==> config.mk <==
export PLATFORM = sky130hd
export DESIGN_NAME = rbf_unit
export DESIGN_NICKNAME = d
export VERILOG_FILES = /design/src/hdl/rbf_pkg.sv /design/src/hdl/scaled_diff.sv /design/src/hdl/diff_clamp.sv /design/src/hdl/rbf_rom.sv /design/src/hdl/rbf_unit.sv
export SDC_FILE = /design/constraint.sdc
export NUM_CORES = 1
export LEC_CHECK = 0
export BUFFER_PORTS_ARGS = -buffer_cell sky130_fd_sc_hd__buf_2
export CORE_ASPECT_RATIO = 1.75
export CORE_MARGIN = 2
export CORE_UTILIZATION = 40
export CTS_CLUSTER_SIZE = 30
export DETAILED_ROUTE_END_ITERATION = 12
export GPL_ROUTABILITY_DRIVEN = 0
export MAX_ROUTING_LAYER = met4
export PLACE_DENSITY = 0.64
export SLEW_MARGIN = 20
export SYNTH_ARGS = -nofsm -noshare
export SYNTH_HDL_FRONTEND = slang
export SYNTH_HIERARCHICAL = 1
export SYNTH_SLANG_ARGS = --single-unit
export TNS_END_PERCENT = 100
==> constraint.sdc <==
create_clock -name clk -period 9.1 [get_ports clk]
set_clock_uncertainty 0.15 [all_clocks]
set_input_delay 0.91 -clock clk [delete_from_list [all_inputs] [get_ports clk]]
set_output_delay 0.91 -clock clk [all_outputs]
set_load 0.03 [all_outputs]
==> src/hdl/rbf_pkg.sv <==
package rbf_pkg;

  // Input samples: x and grid are signed Q3.12, scale is unsigned Q4.12
  localparam int sample_width = 16;
  localparam int sample_frac  = 12;
  localparam int scale_frac   = 12;

  // |x - grid| needs one more bit than a sample
  localparam int mag_width  = sample_width + 1;
  localparam int prod_width = mag_width + sample_width;
  localparam int prod_frac  = sample_frac + scale_frac;

  // ROM address is Q3.5, the top entry means beyond the table
  localparam int addr_width = 8;
  localparam int addr_frac  = 5;
  localparam int addr_shift = prod_frac - addr_frac;

  // Result is unsigned Q1.15
  localparam int rslt_width = 16;
  localparam int rslt_frac  = 15;

  typedef struct packed {
    logic [sample_width-1:0] value;
    logic                    last;
  } sample_t;

  typedef struct packed {
    logic [prod_width-1:0] value;
    logic                  last;
  } prod_t;

  typedef struct packed {
    logic [addr_width-1:0] value;
    logic                  last;
  } addr_t;

  typedef struct packed {
    logic [rslt_width-1:0] value;
    logic                  last;
  } rslt_t;

endpackage

==> src/hdl/scaled_diff.sv <==
`timescale 1ns/1ps

module scaled_diff (
  input  logic             clk,
  input  logic             rst_n,

  input  rbf_pkg::sample_t x_beat,
  input  logic             x_valid,
  output logic             x_ready,

  input  rbf_pkg::sample_t grid_beat,
  input  logic             grid_valid,
  output logic             grid_ready,

  input  rbf_pkg::sample_t scale_beat,
  input  logic             scale_valid,
  output logic             scale_ready,

  output rbf_pkg::prod_t   prod_beat,
  output logic             prod_valid,
  input  logic             prod_ready
);

  logic                                 join_ready;
  logic                                 take_in;
  logic signed [rbf_pkg::mag_width-1:0] diff;
  logic [rbf_pkg::mag_width-1:0]        mag;

  // Stage one holds the magnitude next to its scale
  logic                                 mid_valid;
  logic                                 mid_ready;
  logic                                 take_mid;
  logic [rbf_pkg::mag_width-1:0]        mag_q;
  logic [rbf_pkg::sample_width-1:0]     scale_q;
  logic                                 last_q;

  assign mid_ready  = !prod_valid || prod_ready;
  assign join_ready = !mid_valid || mid_ready;
  assign take_mid   = mid_valid && mid_ready;

  // All three beats move together or none does
  assign take_in     = x_valid && grid_valid && scale_valid && join_ready;
  assign x_ready     = take_in;
  assign grid_ready  = take_in;
  assign scale_ready = take_in;

  // Sign extend before subtracting so the full range fits
  assign diff = $signed({x_beat.value[rbf_pkg::sample_width-1], x_beat.value}) -
                $signed({grid_beat.value[rbf_pkg::sample_width-1], grid_beat.value});

  assign mag = diff[rbf_pkg::mag_width-1] ? $unsigned(-diff) : $unsigned(diff);

  always_ff @(posedge clk or negedge rst_n) begin
    if (!rst_n) begin
      mid_valid  <= 1'b0;
      prod_valid <= 1'b0;
    end else begin
      if (join_ready) begin
        mid_valid <= take_in;
      end
      if (mid_ready) begin
        prod_valid <= mid_valid;
      end
    end
  end

  always_ff @(posedge clk) begin
    if (take_in) begin
      mag_q   <= mag;
      scale_q <= scale_beat.value;
      last_q  <= x_beat.last | grid_beat.last | scale_beat.last;
    end
    // Unsigned product with 24 fractional bits
    if (take_mid) begin
      prod_beat.value <= rbf_pkg::prod_width'(mag_q) * rbf_pkg::prod_width'(scale_q);
      prod_beat.last  <= last_q;
    end
  end

endmodule

==> src/hdl/diff_clamp.sv <==
`timescale 1ns/1ps

module diff_clamp (
  input  logic           clk,
  input  logic           rst_n,

  input  rbf_pkg::prod_t prod_beat,
  input  logic           prod_valid,
  output logic           prod_ready,

  output rbf_pkg::addr_t addr_beat,
  output logic           addr_valid,
  input  logic           addr_ready
);

  localparam int shifted_width = rbf_pkg::prod_width - rbf_pkg::addr_shift;

  logic                             take;
  logic [shifted_width-1:0]         shifted;
  logic                             over;
  logic [rbf_pkg::addr_width-1:0]   addr_sat;

  assign prod_ready = !addr_valid || addr_ready;
  assign take       = prod_valid && prod_ready;

  // Drop fractional bits down to the address grid
  assign shifted = prod_beat.value[rbf_pkg::prod_width-1:rbf_pkg::addr_shift];

  // Anything past the table lands on the top entry
  assign over     = |shifted[shifted_width-1:rbf_pkg::addr_width];
  assign addr_sat = over ? '1 : shifted[rbf_pkg::addr_width-1:0];

  always_ff @(posedge clk or negedge rst_n) begin
    if (!rst_n) begin
      addr_valid <= 1'b0;
    end else if (prod_ready) begin
      addr_valid <= prod_valid;
    end
  end

  always_ff @(posedge clk) begin
    if (take) begin
      addr_beat.value <= addr_sat;
      addr_beat.last  <= prod_beat.last;
    end
  end

endmodule

==> src/hdl/rbf_rom.sv <==
`timescale 1ns/1ps

module rbf_rom (
  input  logic           clk,
  input  logic           rst_n,

  input  rbf_pkg::addr_t addr_beat,
  input  logic           addr_valid,
  output logic           addr_ready,

  output rbf_pkg::rslt_t rslt_beat,
  output logic           rslt_valid,
  input  logic           rslt_ready
);

  localparam int depth = 1 << rbf_pkg::addr_width;

  logic                           take;
  logic [rbf_pkg::rslt_width-1:0] sech2_tab [depth];

  // round(2^15 * sech^2(a / 2^5)), top entry stands for infinity
  function automatic logic [rbf_pkg::rslt_width-1:0] sech2_entry(input int a);
    real x;
    real e_sum;
    real v;
    x     = real'(a) / real'(1 << rbf_pkg::addr_frac);
    e_sum = $exp(x) + $exp(-x);
    v     = real'(1 << rbf_pkg::rslt_frac) * 4.0 / (e_sum * e_sum);
    if (a == depth - 1) begin
      return '0;
    end
    return rbf_pkg::rslt_width'($rtoi(v + 0.5));
  endfunction

  for (genvar a = 0; a < depth; a++) begin : g_tab
    localparam logic [rbf_pkg::rslt_width-1:0] entry = sech2_entry(a);
    assign sech2_tab[a] = entry;
  end

  assign addr_ready = !rslt_valid || rslt_ready;
  assign take       = addr_valid && addr_ready;

  always_ff @(posedge clk or negedge rst_n) begin
    if (!rst_n) begin
      rslt_valid <= 1'b0;
    end else if (addr_ready) begin
      rslt_valid <= addr_valid;
    end
  end

  // Registered read
  always_ff @(posedge clk) begin
    if (take) begin
      rslt_beat.value <= sech2_tab[addr_beat.value];
      rslt_beat.last  <= addr_beat.last;
    end
  end

endmodule

==> src/hdl/rbf_unit.sv <==
`timescale 1ns/1ps

module rbf_unit (
  input  logic             clk,
  input  logic             rst_n,

  input  rbf_pkg::sample_t x_beat,
  input  logic             x_valid,
  output logic             x_ready,

  input  rbf_pkg::sample_t grid_beat,
  input  logic             grid_valid,
  output logic             grid_ready,

  input  rbf_pkg::sample_t scale_beat,
  input  logic             scale_valid,
  output logic             scale_ready,

  output rbf_pkg::rslt_t   rslt_beat,
  output logic             rslt_valid,
  input  logic             rslt_ready
);

  rbf_pkg::prod_t prod_beat;
  logic           prod_valid;
  logic           prod_ready;

  rbf_pkg::addr_t addr_beat;
  logic           addr_valid;
  logic           addr_ready;

  // Join, |x - grid| and multiply by scale
  scaled_diff u_scaled_diff (
    .clk         (clk),
    .rst_n       (rst_n),
    .x_beat      (x_beat),
    .x_valid     (x_valid),
    .x_ready     (x_ready),
    .grid_beat   (grid_beat),
    .grid_valid  (grid_valid),
    .grid_ready  (grid_ready),
    .scale_beat  (scale_beat),
    .scale_valid (scale_valid),
    .scale_ready (scale_ready),
    .prod_beat   (prod_beat),
    .prod_valid  (prod_valid),
    .prod_ready  (prod_ready)
  );

  diff_clamp u_diff_clamp (
    .clk        (clk),
    .rst_n      (rst_n),
    .prod_beat  (prod_beat),
    .prod_valid (prod_valid),
    .prod_ready (prod_ready),
    .addr_beat  (addr_beat),
    .addr_valid (addr_valid),
    .addr_ready (addr_ready)
  );

  rbf_rom u_rbf_rom (
    .clk        (clk),
    .rst_n      (rst_n),
    .addr_beat  (addr_beat),
    .addr_valid (addr_valid),
    .addr_ready (addr_ready),
    .rslt_beat  (rslt_beat),
    .rslt_valid (rslt_valid),
    .rslt_ready (rslt_ready)
  );

endmodule

# Yosys cells after proc, flatten, opt, wreduce, memory -nomap -nowiden

Memories as Yosys holds them, arrays and structs flattened. A register that Yosys moved wholly into a read port is not among the register bits.
Cells that the tools add are included.

$add $sub $neg: 2
Multiply operators: 1
Mux-type cells: 1
Bitwise logic cells: 3
Reduce and logical (&&, ||, !) cells: 15

Operator list:

| operator          | number |
|---|---|
| $mul 17x16->33    | 1 |
| $neg 17->17       | 1 |
| $sub 16x16->17    | 1 |
| $mux 16           | 1 |
| $not 8->9         | 1 |
| $logic_and 1x1->1 | 6 |
| $reduce_or 6->1   | 1 |
| $logic_not 1->1   | 4 |
| $logic_or 1x1->1  | 4 |
| $or 1x1->1        | 2 |

Register bits after elaboration: 82
ROM bits: 4096
Output and inout bits: 21
Memories: 1

Memories:

| memory          | words | bits a word | rd ports | clocked after memory_dff | wr ports | line          | source |
|---|---|---|---|---|---|---|---|
| (no name shown) | 256   | 16          | 1        | 1                        | 0        | rbf_rom.sv:54 | `rslt_beat.value <= sech2_tab[addr_beat.value];` |

# Logic depth before layout (Yosys ltp)

Word-level depth: 6
Depth in mapped cells: 24

# Hierarchy

The synthesis kept the hierarchy.

Modules (own cells, without submodules):

| module      | instances | cells each | area an instance (um2) |
|---|---|---|---|
| scaled_diff | 1         | 1263       | 12206.7 |
| rbf_rom     | 1         | 482        | 3465.8 |
| diff_clamp  | 1         | 32         | 412.9 |

# Least setup slack after synthesis

Ideal clock, no wire load.

Kind: register to register
Start point: reg u_scaled_diff/scale_q[7] (netlist bit)
End point: reg u_scaled_diff/prod_beat[33] (netlist name)
Setup time: 260 ps
Arrival: 5871 ps
Data required time: 8690 ps
Setup slack: 2819 ps
Cell stages (with the launch flop): 25
Buffers on the path: 2
Period minus slack after synthesis: 6281 ps
Cells stage by stage: edfxtp_1 > clkbuf_1 > clkbuf_1 > nand2_1 > fa_1 > inv_1 > fa_1 > inv_1 > fa_1 > inv_1 > fa_1 > fa_1 > inv_1 > fa_1 > inv_1 > ha_1 > and4_1 > and2_1 > nand3_1 > a211oi_1 > and3b_1 > o21a_1 > o31ai_1 > a21oi_1 > xnor2_1

Cells in the longest elaborated chain, start to end: 1

Ends and longest elaborated chain:

| what                   | line              | source |
|---|---|---|
| start, declared        | scaled_diff.sv:34 | `logic [rbf_pkg::sample_width-1:0] scale_q;` |
| start signal, assigned | scaled_diff.sv:70 | `scale_q <= scale_beat.value;` |
| $mul 17x16->33         | scaled_diff.sv:75 | `prod_beat.value <= rbf_pkg::prod_width'(mag_q) * rbf_pkg::prod_width'(scale_q);` |

No other way between the ends.
A chain may end at the register's enable or synchronous reset.

# Worst setup path in the final report

Start point: reg u_scaled_diff/scale_q[7] (netlist bit)
End point: reg u_scaled_diff/prod_beat[33] (netlist name)

Cells in the longest elaborated chain, start to end: 1

Ends and longest elaborated chain:

| what           | line |
|---|---|
| $mul 17x16->33 | scaled_diff.sv:75 |

No other way between the ends.

==> run metrics <==
CTS Buf Count 9; die width 152 microns; Crit Path Class register to register; worst path cell trace nand2_1 -> fa_1 -> inv_1 -> fa_1 -> fa_1 -> fa_1 -> fa_1 -> inv_1 -> fa_1 -> inv_1 -> ha_1 -> nand2_1 -> nor3_1 -> nand3_1 -> a211oi_1 -> and3b_1 -> o21a_1 -> o31ai_1 -> a21oi_1 -> xnor2_1; IO Port Bufs 77; largest net degree at the start of global routing 98; Post CTS Setup Buffer Count 0; floorplan core area 37600 sq um; vias in the first global route 13418; Die ar. 39900 sq um; clock sink count 79; Multi-input gate area 11500 sq um; initial antenna violation count 1; YS warnings 6; I/O pins 78; final critical-path share of the clock period 79.4%; # hold bufs at CTS 0; Filler cells 3711; Final HPWL DP 33100 microns; Worst VDD drop 0.399 mV; worst reg2reg startpoint u_scaled_diff/scale_q[7]; final-report hold violation count 0; DRC violations left 0; worst-path maximum fanout 17; Worst EP arrival 7200 ps; Layout area overhead 5.76%; Cell Count, Final, Fillers Out 2212; DR vias/cell 5.70; Max-Cap Viols 0; H-tree Lvls 3; DRT Pass-1 Iters 5; Synth Cell Area 15300 sq um; CTS Buffer Depth 2; net count after synthesis 2135; Remaining Overflow, GRT 0; Die Y 263 microns; Most Frequent Cell on Critical Path fa_1; Critical Path RT 9070 ps; DR iter-0 viols 933; Clock Latency Late Sink 390 ps; Initial Utilization 40.7%; Slew Limit Fails 0; first-pass GRT wire length 69000 microns; Tightest Pin Transition 1090 ps; placed cells 2195; max_slew headroom 26.3%; Tmin final 7230 ps; delay-heaviest family, CP adder cells; Avg Inst Size Synth 8.86 sq um; R2R cell count 20; Max stage delay on crit path 840 ps; CP endpoint kind register; slowest cell on the critical path edfxtp_1; GRT Util Overall 22.4%; fraction of layout cells with a size suffix above 1 7.68%; Nets 2133; Sum Neg Setup Slack 0 ps; Buf/Inv on CP 3; Clock Root Buffer clkbuf_16; RSZ-0062 raised after global routing no; Startpoint Class register; Vias 12618; register clock-pin slew on the reported worst setup and hold paths 70 ps; Rows 94; reg-to-reg endpoint u_scaled_diff/prod_beat[33]; wire per inst 19.4 microns; flip-flop and latch area 2350 sq um; min-delay worst type input pin to asynchronous set/reset pin; pwr dens 346 nW/um^2; endpoints failing setup 0; Post-Route WL 43000 microns; CTS tree done; post-CTS sizing 0; r2r setup slk 1870 ps; Antenna Nets Post-Route 0; Leakage Power 7.53 nW; Post-Synthesis Cells 1728; Worst Hold Slack 172 ps; maximum clock frequency 0.138 GHz; Final Power 5.60 mW; outcome finished, final reports clean
[final cells by class]
cell class,count,area share (%)
Multi-Input combinational cell,1283,70.9
Sequential cell,79,14.5
Inverter,267,6.19
Tap cell,480,3.71
Timing Repair Buffer,86,2.80
Clock buffer,9,1.39
Clock inverter,7,0.495
Antenna cell,1,0.0155
[layout by cell type, fill, tap and decap left out, types with 6 or more instances in the layout]
| cell type | instances |
|---|---|
| a211oi_1 | 18 |
| a21o_1 | 27 |
| a21oi_1 | 66 |
| a311oi_1 | 13 |
| a31oi_1 | 23 |
| and2_1 | 139 |
| buf_2 | 77 |
| buf_4 | 9 |
| clkbuf_16 | 9 |
| edfxtp_1 | 75 |
| fa_1 | 209 |
| ha_1 | 141 |
| inv_1 | 264 |
| mux2i_1 | 11 |
| nand2_1 | 218 |
| nand2b_1 | 22 |
| nand3_1 | 28 |
| nor2_1 | 61 |
| nor2b_1 | 9 |
| nor3_1 | 29 |
| nor3b_1 | 6 |
| nor4_1 | 8 |
| o2111ai_1 | 7 |
| o211ai_1 | 16 |
| o21a_1 | 9 |
| o21ai_0 | 54 |
| o21ai_1 | 8 |
| o221ai_1 | 7 |
| o22ai_1 | 6 |
| o311ai_0 | 7 |
| xnor2_1 | 32 |
| xor2_1 | 9 |
[flip-flops by register name (all words and copies together) (netlist names)]
signal                    flops
u_scaled_diff/mag_q          17
u_scaled_diff/scale_q        16
u_diff_clamp/addr_valid       1
u_scaled_diff/prod_beat      15
u_scaled_diff/mid_valid       1
u_diff_clamp/addr_beat        9
u_scaled_diff/last_q          1
u_rbf_rom/rslt_valid          1
u_scaled_diff/prod_valid      1
u_rbf_rom/rslt_beat          17
[worst max path at each step]
| stage | from | endpoint | slack [ps] | cells after the start |
|---|---|---|---|---|
| 2_1_floorplan | u_scaled_diff/scale_q[7] | u_scaled_diff/prod_beat[33] | 2910 | 22 |
| 3_3_place_gp | u_scaled_diff/scale_q[7] | u_scaled_diff/prod_beat[33] | 2000 | 20 |
| 3_5_place_dp | u_scaled_diff/scale_q[7] | u_scaled_diff/prod_beat[33] | 1900 | 20 |
| 4_1_cts | u_scaled_diff/scale_q[7] | u_scaled_diff/prod_beat[33] | 1880 | 20 |
| 5_1_grt | u_scaled_diff/scale_q[7] | u_scaled_diff/prod_beat[33] | 1610 | 20 |
| 6_report | u_scaled_diff/scale_q[7] | u_scaled_diff/prod_beat[33] | 1870 | 20 |
[layer usage]
layer  GRT usage (%)  share of wire (%)  up-vias
met5               -                  0        -
met1            22.2                 34     6194
met4            16.4                7.8        0
li1                -                  -     5717
met2            39.7                 53      519
met3            3.10                5.4      188
[power breakdown]
part	total, mW	internal, mW	switching [mW]
logic	4.53	1.92	2.62
clock network	0.403	0.216	0.187
registers	0.660	0.595	0.0651
[through the flow]
step	setup slack, ps	util (%)	cell area, sq um
2_1_floorplan	2910	-	15300
3_3_place_gp	2000	42.2	15900
3_5_place_dp	1900	42.2	15900
4_1_cts	1880	43.0	16200
5_1_grt	1610	43.0	16200
6_report	1870	43.0	16200
(Power assumes the default switching activity.)
